`config.mk`:
```
export PLATFORM = sky130hd
export DESIGN_NAME = cpu_core_top
export DESIGN_NICKNAME = d
export VERILOG_FILES = /design/src/rtl/cpu_isa_pkg.sv /design/src/rtl/cpu_pipe_pkg.sv /design/src/rtl/cpu_slot_if.sv /design/src/rtl/cpu_core_top.sv /design/src/rtl/cpu_hazard.sv /design/src/rtl/cpu_issue_queue.sv /design/src/rtl/cpu_pipeline.sv /design/src/rtl/cpu_retire.sv
export VERILOG_INCLUDE_DIRS = /design/src /design/src/rtl
export SDC_FILE = /design/constraint.sdc
export NUM_CORES = 1
export LEC_CHECK = 0
export BUFFER_PORTS_ARGS = -buffer_cell sky130_fd_sc_hd__buf_4
export CORE_AREA = 2 2 163 165
export CTS_CLUSTER_DIAMETER = 150
export DETAILED_ROUTE_END_ITERATION = 7
export DIE_AREA = 0 0 165 167
export PLACE_DENSITY = 0.55
export SYNTH_ARGS = -nofsm -noshare
export SYNTH_HDL_FRONTEND = slang
export SYNTH_SLANG_ARGS = --single-unit
```
`constraint.sdc`:
```
create_clock -name CLK -period 7.9 [get_ports CLK]
set_input_delay 0.395 -clock CLK [delete_from_list [all_inputs] [get_ports CLK]]
set_output_delay 0.395 -clock CLK [all_outputs]
set_load 0.02 [all_outputs]
```
`src/rtl/cpu_settings.svh`:
```
//~~~~~~~~~~~~~~~~~~~~~~~~~~~~~~~~~~~~~~~~~~~~~~~~~~~~~~~~~~~~~~~~~~~~~~~~~~
// Build-wide sizes for the CPU issue and hazard pipeline.
// Include this header wherever a width, a depth or the link register
// number is needed. The RTL and the testbench share these values.
//~~~~~~~~~~~~~~~~~~~~~~~~~~~~~~~~~~~~~~~~~~~~~~~~~~~~~~~~~~~~~~~~~~~~~~~~~~

`ifndef CPU_SETTINGS_SVH
`define CPU_SETTINGS_SVH

`define CPU_BITS           16 // Instruction word width.
`define CPU_REGISTER_BITS  4  // Register select width.

// Issue queue depth, also the starting credit count of the fetch source.
`define CPU_ISSUE_DEPTH    4

`define CPU_STAGES         3  // Pipeline stages tracked for hazards.
`define CPU_LINK_REGISTER  15 // Written by a link branch.

`endif

```
`src/rtl/cpu_isa_pkg.sv`:
```
//~~~~~~~~~~~~~~~~~~~~~~~~~~~~~~~~~~~~~~~~~~~~~~~~~~~~~~~~~~~~~~~~~~~~~~~~~~
// Instruction format of the simplified 16-bit ISA.
// Class in 15:12, destination in 11:8, source A in 7:4, source B in 3:0.
// Branches use bit 11 for link and bit 10 for a flag condition.
//~~~~~~~~~~~~~~~~~~~~~~~~~~~~~~~~~~~~~~~~~~~~~~~~~~~~~~~~~~~~~~~~~~~~~~~~~~

`include "cpu_settings.svh"

package cpu_isa_pkg;

	typedef enum logic [3:0] {
		CLS_NOP     = 4'h0,
		CLS_ALU_RR  = 4'h1,
		CLS_ALU_IMM = 4'h2,
		CLS_LOAD    = 4'h3,
		CLS_STORE   = 4'h4,
		CLS_BRANCH  = 4'h5
	} instr_class_t;

	localparam logic [`CPU_REGISTER_BITS-1:0] REG_R0   = '0;
	localparam logic [`CPU_REGISTER_BITS-1:0] LINK_REG = `CPU_LINK_REGISTER;

	function automatic instr_class_t class_of(input logic [`CPU_BITS-1:0] instr);
		case (instr[15:12])
			4'h1: return CLS_ALU_RR;
			4'h2: return CLS_ALU_IMM;
			4'h3: return CLS_LOAD;
			4'h4: return CLS_STORE;
			4'h5: return CLS_BRANCH;
			default: return CLS_NOP; // Unused codes behave as NOP.
		endcase
	endfunction

	function automatic logic [`CPU_REGISTER_BITS-1:0] reg_dest(input logic [`CPU_BITS-1:0] instr);
		return instr[11:8];
	endfunction

	function automatic logic [`CPU_REGISTER_BITS-1:0] reg_src_a(input logic [`CPU_BITS-1:0] instr);
		return instr[7:4];
	endfunction

	function automatic logic [`CPU_REGISTER_BITS-1:0] reg_src_b(input logic [`CPU_BITS-1:0] instr);
		return instr[3:0];
	endfunction

	function automatic logic is_link_branch(input logic [`CPU_BITS-1:0] instr);
		return (class_of(instr) == CLS_BRANCH) && instr[11];
	endfunction

	function automatic logic uses_flags(input logic [`CPU_BITS-1:0] instr);
		return (class_of(instr) == CLS_BRANCH) && instr[10];
	endfunction

	// Which source fields a class really reads.
	function automatic logic reads_a(input instr_class_t cls);
		return cls inside {CLS_ALU_RR, CLS_ALU_IMM, CLS_LOAD, CLS_STORE};
	endfunction

	function automatic logic reads_b(input instr_class_t cls);
		return cls inside {CLS_ALU_RR, CLS_STORE};
	endfunction

endpackage

```
`src/rtl/cpu_pipe_pkg.sv`:
```
//~~~~~~~~~~~~~~~~~~~~~~~~~~~~~~~~~~~~~~~~~~~~~~~~~~~~~~~~~~~~~~~~~~~~~~~~~~
// Pipeline slot carried from the issue queue through stages 1 to 3.
// A slot holds the instruction and the hazard it leaves behind.
//~~~~~~~~~~~~~~~~~~~~~~~~~~~~~~~~~~~~~~~~~~~~~~~~~~~~~~~~~~~~~~~~~~~~~~~~~~

`include "cpu_settings.svh"

package cpu_pipe_pkg;

	typedef struct packed {
		logic                          valid;
		logic [`CPU_BITS-1:0]          instr;
		logic [`CPU_REGISTER_BITS-1:0] hazard_reg;     // Zero means none.
		logic                          modifies_flags;
	} pipe_slot_t;

	// Empty slot, sent whenever nothing issues.
	localparam pipe_slot_t SLOT_BUBBLE = '0;

endpackage

```
`src/rtl/cpu_slot_if.sv`:
```
//~~~~~~~~~~~~~~~~~~~~~~~~~~~~~~~~~~~~~~~~~~~~~~~~~~~~~~~~~~~~~~~~~~~~~~~~~~
// Slot link between two pipeline blocks.
// The sender presents a slot, the receiver answers with advance when
// it takes it, and with credit_hold while the output side has no credit.
//~~~~~~~~~~~~~~~~~~~~~~~~~~~~~~~~~~~~~~~~~~~~~~~~~~~~~~~~~~~~~~~~~~~~~~~~~~

`timescale 1ns/1ps

interface cpu_slot_if;
	import cpu_pipe_pkg::*;

	pipe_slot_t slot;
	logic       advance;
	logic       credit_hold;

	modport sender (
		output slot,
		input  advance,
		input  credit_hold
	);

	modport receiver (
		input  slot,
		output advance,
		output credit_hold
	);

endinterface

```
`src/rtl/cpu_core_top.sv`:
```
//~~~~~~~~~~~~~~~~~~~~~~~~~~~~~~~~~~~~~~~~~~~~~~~~~~~~~~~~~~~~~~~~~~~~~~~~~~
// Top level of the issue and hazard pipeline.
// Words enter on in_valid against credits returned on in_credit, pass the
// issue queue, the hazard unit and stages 1 to 3, and leave on out_valid
// once the consumer has granted a credit on out_credit.
//~~~~~~~~~~~~~~~~~~~~~~~~~~~~~~~~~~~~~~~~~~~~~~~~~~~~~~~~~~~~~~~~~~~~~~~~~~

`timescale 1ns/1ps
`include "cpu_settings.svh"

module cpu_core_top (
	input  logic                 CLK,
	input  logic                 RSTb,
	input  logic                 in_valid,
	input  logic [`CPU_BITS-1:0] in_instr,
	output logic                 in_credit,
	input  logic                 out_credit,
	output logic                 out_valid,
	output logic [`CPU_BITS-1:0] out_instr
);

	logic [`CPU_STAGES:1][`CPU_REGISTER_BITS-1:0] stage_hazard_reg;
	logic [`CPU_STAGES:1]                          stage_modifies_flags;

	cpu_slot_if queue_if ();  // Queue head to hazard unit.
	cpu_slot_if issue_if ();  // Issued slot or bubble into stage 1.
	cpu_slot_if retire_if (); // Stage 3 to retire.

	cpu_issue_queue u_issue_queue (
		.CLK       (CLK),
		.RSTb      (RSTb),
		.in_valid  (in_valid),
		.in_instr  (in_instr),
		.in_credit (in_credit),
		.q         (queue_if.sender)
	);

	cpu_hazard u_hazard (
		.q                    (queue_if.receiver),
		.issue                (issue_if.sender),
		.stage_hazard_reg     (stage_hazard_reg),
		.stage_modifies_flags (stage_modifies_flags)
	);

	cpu_pipeline u_pipeline (
		.CLK                  (CLK),
		.RSTb                 (RSTb),
		.issue                (issue_if.receiver),
		.retire               (retire_if.sender),
		.stage_hazard_reg     (stage_hazard_reg),
		.stage_modifies_flags (stage_modifies_flags)
	);

	cpu_retire u_retire (
		.CLK        (CLK),
		.RSTb       (RSTb),
		.retire     (retire_if.receiver),
		.out_credit (out_credit),
		.out_valid  (out_valid),
		.out_instr  (out_instr)
	);

endmodule

```
`src/rtl/cpu_hazard.sv`:
```
//~~~~~~~~~~~~~~~~~~~~~~~~~~~~~~~~~~~~~~~~~~~~~~~~~~~~~~~~~~~~~~~~~~~~~~~~~~
// Hazard unit. Decodes the word at the head of the issue queue, works
// out which register it writes and whether it sets the flags, and checks
// its reads against the hazards still pending in stages 1 to 3.
// A clean head issues and pops. Otherwise a bubble goes down the pipe.
//~~~~~~~~~~~~~~~~~~~~~~~~~~~~~~~~~~~~~~~~~~~~~~~~~~~~~~~~~~~~~~~~~~~~~~~~~~

`timescale 1ns/1ps
`include "cpu_settings.svh"

module cpu_hazard (
	cpu_slot_if.receiver                                 q,
	cpu_slot_if.sender                                   issue,
	input logic [`CPU_STAGES:1][`CPU_REGISTER_BITS-1:0] stage_hazard_reg,
	input logic [`CPU_STAGES:1]                          stage_modifies_flags
);
	import cpu_isa_pkg::*;
	import cpu_pipe_pkg::*;

	logic [`CPU_BITS-1:0]          instr;
	instr_class_t                  cls;
	logic [`CPU_REGISTER_BITS-1:0] src_a;
	logic [`CPU_REGISTER_BITS-1:0] src_b;
	logic                          check_a;
	logic                          check_b;
	logic [`CPU_REGISTER_BITS-1:0] hazard_reg0;
	logic                          modifies_flags0;
	logic                          hazard;
	logic                          issue_ok;
	pipe_slot_t                    issue_slot;

	assign instr = q.slot.instr;
	assign cls   = class_of(instr);
	assign src_a = reg_src_a(instr);
	assign src_b = reg_src_b(instr);

	// R0 never waits on anything.
	assign check_a = reads_a(cls) && (src_a != REG_R0);
	assign check_b = reads_b(cls) && (src_b != REG_R0);

	//~~~~~~~~~~~~~~~~~~~~~~~~~~~~~~~~~~~~~~~~~~~~~~~~~~~~~~~~~~~~~~~~~~~~~~
	// Write target of the head word.
	//~~~~~~~~~~~~~~~~~~~~~~~~~~~~~~~~~~~~~~~~~~~~~~~~~~~~~~~~~~~~~~~~~~~~~~

	always_comb begin
		hazard_reg0 = REG_R0;
		case (cls)
			CLS_ALU_RR, CLS_ALU_IMM, CLS_LOAD: hazard_reg0 = reg_dest(instr);
			CLS_BRANCH: begin
				if (is_link_branch(instr))
					hazard_reg0 = LINK_REG; // Return address.
			end
			default: ; // Stores and NOPs write nothing.
		endcase
	end

	assign modifies_flags0 = (cls == CLS_ALU_RR) || (cls == CLS_ALU_IMM);

	//~~~~~~~~~~~~~~~~~~~~~~~~~~~~~~~~~~~~~~~~~~~~~~~~~~~~~~~~~~~~~~~~~~~~~~
	// Hazard check against every stage in flight.
	//~~~~~~~~~~~~~~~~~~~~~~~~~~~~~~~~~~~~~~~~~~~~~~~~~~~~~~~~~~~~~~~~~~~~~~

	always_comb begin
		hazard = 1'b0;
		for (int s = 1; s <= `CPU_STAGES; s++) begin
			if (check_a && (src_a == stage_hazard_reg[s]))
				hazard = 1'b1;
			if (check_b && (src_b == stage_hazard_reg[s]))
				hazard = 1'b1;
			if (uses_flags(instr) && stage_modifies_flags[s])
				hazard = 1'b1; // Flags not settled yet.
		end
	end

	assign issue_ok = q.slot.valid && issue.advance && !hazard;

	always_comb begin
		issue_slot = SLOT_BUBBLE;
		if (issue_ok) begin
			issue_slot.valid          = 1'b1;
			issue_slot.instr          = instr;
			issue_slot.hazard_reg     = hazard_reg0;
			issue_slot.modifies_flags = modifies_flags0;
		end
	end

	assign issue.slot    = issue_slot;
	assign q.advance     = issue_ok;          // Pop the head as it issues.
	assign q.credit_hold = issue.credit_hold; // Pass the output stall upstream.

endmodule

```
`src/rtl/cpu_issue_queue.sv`:
```
//~~~~~~~~~~~~~~~~~~~~~~~~~~~~~~~~~~~~~~~~~~~~~~~~~~~~~~~~~~~~~~~~~~~~~~~~~~
// Input side of the pipeline. A small circular FIFO of instruction words
// filled by a credit-based fetch source. The head goes to the hazard unit
// as a slot, and each pop returns one credit on in_credit.
//~~~~~~~~~~~~~~~~~~~~~~~~~~~~~~~~~~~~~~~~~~~~~~~~~~~~~~~~~~~~~~~~~~~~~~~~~~

`timescale 1ns/1ps
`include "cpu_settings.svh"

module cpu_issue_queue (
	input  logic                 CLK,
	input  logic                 RSTb,
	input  logic                 in_valid,
	input  logic [`CPU_BITS-1:0] in_instr,
	output logic                 in_credit,
	cpu_slot_if.sender           q
);
	import cpu_pipe_pkg::*;

	// Depth is a power of two, so the pointers wrap on their own.
	localparam int PTR_BITS = $clog2(`CPU_ISSUE_DEPTH);
	localparam int CNT_BITS = $clog2(`CPU_ISSUE_DEPTH + 1);

	logic [`CPU_BITS-1:0] mem [`CPU_ISSUE_DEPTH];
	logic [PTR_BITS-1:0]  wr_ptr;
	logic [PTR_BITS-1:0]  rd_ptr;
	logic [CNT_BITS-1:0]  count;
	logic                 empty;
	logic                 pop;
	pipe_slot_t           head;

	assign empty = (count == '0);
	assign pop   = q.advance && !empty && !q.credit_hold; // Never pop on a starved output.

	// Only valid and instr are known here.
	always_comb begin
		head       = SLOT_BUBBLE;
		head.valid = !empty;
		head.instr = mem[rd_ptr];
	end

	assign q.slot = head;

	always_ff @(posedge CLK) begin
		if (!RSTb) begin
			wr_ptr    <= '0;
			rd_ptr    <= '0;
			count     <= '0;
			in_credit <= 1'b0;
		end else begin
			if (in_valid)
				wr_ptr <= wr_ptr + 1'b1;
			if (pop)
				rd_ptr <= rd_ptr + 1'b1;
			count     <= count + CNT_BITS'(in_valid) - CNT_BITS'(pop);
			in_credit <= pop; // One credit back per popped entry.
		end
	end

	always_ff @(posedge CLK) begin
		if (in_valid)
			mem[wr_ptr] <= in_instr;
	end

endmodule

```
`src/rtl/cpu_pipeline.sv`:
```
//~~~~~~~~~~~~~~~~~~~~~~~~~~~~~~~~~~~~~~~~~~~~~~~~~~~~~~~~~~~~~~~~~~~~~~~~~~
// Processing stages 1 to 3. A shift register of slots that moves one
// stage per clock whenever the last stage may leave or is empty.
// The hazard register and flag bit of each stage go back to the hazard
// unit. An empty stage reports no hazard.
//~~~~~~~~~~~~~~~~~~~~~~~~~~~~~~~~~~~~~~~~~~~~~~~~~~~~~~~~~~~~~~~~~~~~~~~~~~

`timescale 1ns/1ps
`include "cpu_settings.svh"

module cpu_pipeline (
	input  logic                                          CLK,
	input  logic                                          RSTb,
	cpu_slot_if.receiver                                  issue,
	cpu_slot_if.sender                                    retire,
	output logic [`CPU_STAGES:1][`CPU_REGISTER_BITS-1:0] stage_hazard_reg,
	output logic [`CPU_STAGES:1]                          stage_modifies_flags
);
	import cpu_pipe_pkg::*;

	pipe_slot_t stage [1:`CPU_STAGES];
	logic       shift;

	// Last stage leaves, or there is nothing in it to lose.
	assign shift = retire.advance || !stage[`CPU_STAGES].valid;

	always_ff @(posedge CLK) begin
		if (!RSTb) begin
			for (int s = 1; s <= `CPU_STAGES; s++)
				stage[s] <= SLOT_BUBBLE;
		end else if (shift) begin
			stage[1] <= issue.slot;
			for (int s = 2; s <= `CPU_STAGES; s++)
				stage[s] <= stage[s-1];
		end
	end

	assign issue.advance     = shift;
	assign issue.credit_hold = retire.credit_hold;
	assign retire.slot       = stage[`CPU_STAGES];

	// Hazard export, masked by each stage's valid bit.
	always_comb begin
		for (int s = 1; s <= `CPU_STAGES; s++) begin
			stage_hazard_reg[s]     = stage[s].valid ? stage[s].hazard_reg : '0;
			stage_modifies_flags[s] = stage[s].valid && stage[s].modifies_flags;
		end
	end

endmodule

```
`src/rtl/cpu_retire.sv`:
```
//~~~~~~~~~~~~~~~~~~~~~~~~~~~~~~~~~~~~~~~~~~~~~~~~~~~~~~~~~~~~~~~~~~~~~~~~~~
// Output side. Counts credits granted by the consumer and retires one
// valid stage 3 slot per credit onto out_valid and out_instr.
// Empty slots pass without using a credit.
//~~~~~~~~~~~~~~~~~~~~~~~~~~~~~~~~~~~~~~~~~~~~~~~~~~~~~~~~~~~~~~~~~~~~~~~~~~

`timescale 1ns/1ps
`include "cpu_settings.svh"

module cpu_retire (
	input  logic                 CLK,
	input  logic                 RSTb,
	cpu_slot_if.receiver         retire,
	input  logic                 out_credit,
	output logic                 out_valid,
	output logic [`CPU_BITS-1:0] out_instr
);

	localparam int CNT_BITS = `CPU_BITS;

	logic [CNT_BITS-1:0] credit_cnt;
	logic                has_credit;
	logic                accept;

	assign has_credit = (credit_cnt != '0);
	assign accept     = retire.slot.valid && has_credit;

	assign retire.advance     = !retire.slot.valid || has_credit;
	assign retire.credit_hold = retire.slot.valid && !has_credit; // Pipeline freezes.

	always_ff @(posedge CLK) begin
		if (!RSTb) begin
			credit_cnt <= '0;
			out_valid  <= 1'b0;
		end else begin
			credit_cnt <= credit_cnt + CNT_BITS'(out_credit) - CNT_BITS'(accept);
			out_valid  <= accept;
		end
	end

	always_ff @(posedge CLK) begin
		if (accept)
			out_instr <= retire.slot.instr;
	end

endmodule

```
Word-level counts from Yosys, hierarchy flattened
Memory sizes are Yosys's and may differ from the RTL's. A register that Yosys moved wholly into a read port is not among the register bits.
Index checks and enable logic that the tools add are counted.
Word-level totals
  bits in writable memories: 130
  output and inout bits: 18
  memories: 2
  bits in registers: 41
  word-level logic and storage cells: 100
  input port bits: 20
  ROM bits: 0
  bits in latches: 0
Operators by class
  bitwise operators: 3
  reduce and logical (&&, ||, !) cells: 37
  muxes and demuxes: 28
  $add $sub $neg: 6
  div/mod/pow operators: 0
  equal/unequal tests: 17
  order comparisons: 0
  shifts and indexed selects: 0
  $mul: 0
Memories
  u_pipeline.stage: depth 3, bits a word 22, rd ports 3, clocked after memory_dff 0, wr ports 3, RTL line cpu_pipeline.sv:21  | pipe_slot_t stage [1:`CPU_STAGES];
  u_issue_queue.mem: depth 4, bits a word 16, rd ports 1, clocked after memory_dff 1, wr ports 1, RTL line cpu_issue_queue.sv:24  | logic [`CPU_BITS-1:0] mem [`CPU_ISSUE_DEPTH];
Operators with widths (count)
  $mux 22: 4
  $eq 4x4->1: 6
  $logic_and 1x1->1: 22
  $mux 4: 5
  $add 16x1->16: 1
  $reduce_bool 16->1: 1
  $sub 16x1->16: 1
  $mux 1: 15
  $pmux 3 s5: 1
  $eq 4x3->1 const B: 3
  $reduce_bool 4->1: 3
  $eq 4x2->1 const B: 2
  $pmux 4 s2: 1
  $eq 3x2->1 const B: 2
  $eq 3x3->1 const B: 2
  $logic_not 1->1: 5
  $add 2x1->2 const B: 2
  $eq 4x1->1 const B: 1
  $mux 2: 2
  $add 3x1->3: 1
  $eq 3x1->1 const B: 1
  $logic_not 3->1: 1
  $logic_or 1x1->1: 3
  $or 1x1->1: 3
  3 further kinds: 3

Logic depth before layout (Yosys ltp)
  depth after elaboration: 21
  gate-level depth with buffers: 19
  gate-level depth less buffers: 18

Cells and area by module
From an unflattened synthesis, not the netlist that was laid out.
Unflattened totals
  cell total of the unflattened synthesis: 583
  area total of the unflattened synthesis: 8164.1 um^2
Modules (own cells, without submodules)
  cpu_issue_queue: instances 1, cells an instance 137, seq. area each 2122.0 um^2, area each 2882.8 um^2
  cpu_pipeline: instances 1, cells an instance 186, seq. area each 1981.9 um^2, area each 2763.9 um^2
  cpu_retire: instances 1, cells an instance 184, seq. area each 820.8 um^2, area each 1899.3 um^2
  cpu_hazard: instances 1, cells an instance 76, seq. area each 0.0 um^2, area each 618.1 um^2

Worst setup path before layout
Ideal clock, no wire load.
  kind: register to register
  start: register u_retire.credit_cnt[12]
  end: register u_retire.credit_cnt[14]
  buffers on the path: 0
  library setup time: 0.132 ns
  stages on the path, launching flop included: 19
  period minus slack after synthesis: 3.901 ns
  data required time: 7.768 ns
  setup slack: 3.999 ns
  data arrival time: 3.770 ns
  cells stage by stage: dfxtp_1 -> inv_1 -> ha_1 -> nand4_1 -> nor4_1 -> nor2b_1 -> ha_1 -> inv_1 -> ha_1 -> inv_1 -> fa_1 -> nand2b_1 -> a21oi_1 -> o21ai_0 -> a21oi_1 -> o211ai_1 -> a311oi_1 -> o21a_1 -> nor3_1
Between the ends
  longest elaborated chain between the ends: 3
  elaborated cells on any way between the ends: 4
  those cells by class: add/sub: 2; reduce/logical: 2
Ends and longest elaborated chain
  start, declared: RTL line cpu_retire.sv:21  | logic [CNT_BITS-1:0] credit_cnt;
  start signal, assigned: RTL line cpu_retire.sv:36  | credit_cnt <= credit_cnt + CNT_BITS'(out_credit) - CNT_BITS'(accept);
  $reduce_bool 16->1: RTL line cpu_retire.sv:25  | assign has_credit = (credit_cnt != '0);
  $logic_and 1x1->1: RTL line cpu_retire.sv:26  | assign accept = retire.slot.valid && has_credit;
  via u_retire.accept: RTL line cpu_retire.sv:23  | logic accept;
  $sub 16x1->16: RTL line cpu_retire.sv:36
The timed path passes the listed nets, and every way through them passes these cells.
A chain may end at the register's enable or synchronous reset.

==> flow_metrics.tcl <==
set metrics [dict create \
    outcome "finished clean" \
    cts_hold_buf 0 \
    synth.largest_area_cell "edfxtp_1" \
    first_pass_iters 6 \
    stdcell_count 937 \
    ant_nets 0 \
    grt_usage 0.105 \
    grt_pass1_vias 4207 \
    yosysMostFrequentCell "edfxtp_1" \
    clock.fmax_mhz 221 \
    path_max_fanout 16 \
    fp.dieW_microns 165 \
    cts_inserted_buffers 17 \
    setup_viol 0 \
    core_sq_um 25800 \
    drive_gt1_frac 0.164 \
    via_per_inst 4.53 \
    synthTopCellsByArea "edfxtp_1 (57%), dfxtp_1 (7.1%), ha_1 (4.7%)" \
    htree_levels 4 \
    drt-initial-drc-count 316 \
    start_util 0.297 \
    pin_count 38 \
    fin_ws_ps 3370 \
    routed_wl_microns 13600 \
    postCtsResizedCells 0 \
    cellPowerDensity_nw_per_um2 345 \
    dpl.cell_count 905 \
    timing.hold.ws_ps 164 \
    synthTopCellsByCount "edfxtp_1 (146), and2_1 (50), nor2_1 (40)" \
    hold_path_depth 1 \
    tightest_slew_ps 1100 \
    drv_slew 0 \
    place.gp.congestion 0.839 \
    synth_nets 602 \
    nets 640 \
    post-cts-setup-buffers 0 \
    clockBufferDepth 2 \
    post-route-period-util 0.573 \
    critical_path.startpoint_type "register" \
    grt_overflow 0 \
    clock-sinks 173 \
    leakage_nw 3.31 \
    synth.top_cell.area_share 0.572 \
    die_y_microns 167 \
    fin_setup_tns_ps 0 \
    end_kind "register" \
    slew_headroom 0.263 \
    critPathKind "reg2reg" \
    synthArstFlopShare 0 \
    hold_path_class "in2reg" \
    syn_area_per_cell_sq_um 13.9 \
    reg2regPathDepth 15 \
    fin_skew_ps 12.0 \
    antenna_found_initial 0 \
    cts_root_buffer "clkbuf_16" \
    rsz0062_at_grt "no" \
    timing.rr.end "u_issue_queue.count[2]" \
    clk_pin_slew_worst_paths_ps 70 \
    remaining_drc_errors 0 \
    antenna_cells 0 \
    wl_per_cell_microns 14.5 \
    synth_cell_types 60 \
    core.rowCount 59 \
    holdPathEnd "u_issue_queue.mem[1][4]" \
    synthCells 551 \
    vias 4244 \
    yosysWarnings 0 \
    hold_start "in_instr[4]" \
    pre_cts_slack_ps 3260 \
    vdd_drop_max_mv 0.162 \
    grt_pass1_wl_microns 22400 \
    grt_max_degree 67 \
    utilization 0.343 \
    maxCapViolations 0 \
    clkLatencyLatePin_ps 430 \
    syn2layout_area_growth_pct 15.3 \
    finalHoldViolations 0 \
    finalCriticalPeriod_ps 4530 \
    ys_ff_latch 173 \
    synth_ff_type "edfxtp_1" \
    synth-seq-area-share 0.643 \
    r2r_slack_ps 3370 \
    critPathArrivalTime_ps 4810 \
    synth-edff-count 146 \
    dp_hpwl_microns 8960 \
    io_buffers 37 \
    cts_tree "yes" \
    syn_area_sq_um 7660 \
    crit_required_ps 8180 \
    dieArea_sq_um 27600 \
]
## state kept, by name, indices dropped and copies added (netlist names), named ones only
signal,cells
u_retire.out_valid,1
u_issue_queue.in_credit,1
u_pipeline.stage,66
u_issue_queue.wr_ptr,2
u_issue_queue.mem,64
u_retire.credit_cnt,16
u_retire.out_instr,16
u_issue_queue.rd_ptr,2
u_issue_queue.count,3
## power by group
| part | switching, mW | total [mW] | internal (mW) |
|---|---|---|---|
| combinational | 0.548 | 0.991 | 0.443 |
| clock | 0.384 | 0.804 | 0.420 |
| sequential | 0.0980 | 1.25 | 1.15 |
## cell usage in the layout, fill, tap and decap left out, types with 12 or more instances in the layout
| cell | netlist | final |
|---|---|---|
| a21oi_1 | 19 | 18 |
| and2_1 | 50 | 50 |
| and3_1 | 13 | 13 |
| buf_4 | 2 | 40 |
| clkbuf_16 | 0 | 17 |
| dfxtp_1 | 27 | 27 |
| edfxtp_1 | 146 | 146 |
| ha_1 | 29 | 29 |
| inv_1 | 36 | 36 |
| mux4_2 | 16 | 16 |
| nand2_1 | 16 | 16 |
| nor2_1 | 40 | 40 |
| o21ai_0 | 12 | 12 |
| xnor2_1 | 15 | 15 |
| xor2_1 | 13 | 13 |
## routing by layer
layer	part of all wire	global-route usage	wire length, microns
met1	0.47	0.143	6440
met2	0.48	0.164	6460
met3	0.037	0.0242	497
met4	0.013	0.0371	172
met5	0	0	0
## per-stage QoR
| step | power (mW) | instance area, sq um |
|---|---|---|
| floorplan | 2.05 | 7660 |
| global placement | 2.24 | 8260 |
| global route | 3.26 | 8830 |
| CTS | 3.08 | 8830 |
| detailed placement | 2.26 | 8260 |
| finish | 3.05 | 8830 |
## layout make-up
cell class                 count  area, sq um
multi-input combinational    320         2480
fill                        2419        16900
clock buffer                  17          425
inverter                      37          139
tap                          335          419
sequential                   173         4920
clock inverter                15          143
timing repair buffer          40          300
## logic make-up (layout without fill, tap and decap cells)
group | count (synthesis) | count (layout) | synth area share
AOI/OAI and AO/OA | 70 | 70 | 0.0619
xor gates and xnor gates | 28 | 28 | 0.0320
adders and majority gates | 31 | 31 | 0.0526
buffers and inverters | 58 | 109 | 0.0346
DFF | 173 | 173 | 0.643
muxes | 19 | 19 | 0.0523
and+or+nand+nor | 172 | 172 | 0.124
## how the worst max path moves through the flow
stage / endpoint / slack [ps] / start / depth (start not counted)
final: u_issue_queue.count[2] / 3370 / register / 15
after global routing: u_issue_queue.count[2] / 2950 / register / 15
after global placement: u_issue_queue.count[2] / 3400 / register / 15
after detailed placement: u_issue_queue.count[2] / 3260 / register / 15
after floorplan: u_retire.credit_cnt[14] / 4000 / u_retire.credit_cnt[12] / 18
after CTS: u_issue_queue.count[2] / 3230 / register / 15
## worst max-delay path, stage by stage, from the launching register on
cell and delay, ps:
dfxtp_1 1060, mux4_2 740, xor2_1 170, o22ai_1 90, a22o_1 200, a222oi_1 410, o221ai_2 190, inv_2 280
ha_1 280, inv_1 60, ha_1 130, inv_1 50, fa_1 360, xor2_1 170, xnor2_1 140, nor2_1 50
No activity file was read; power rests on OpenSTA's default activity.
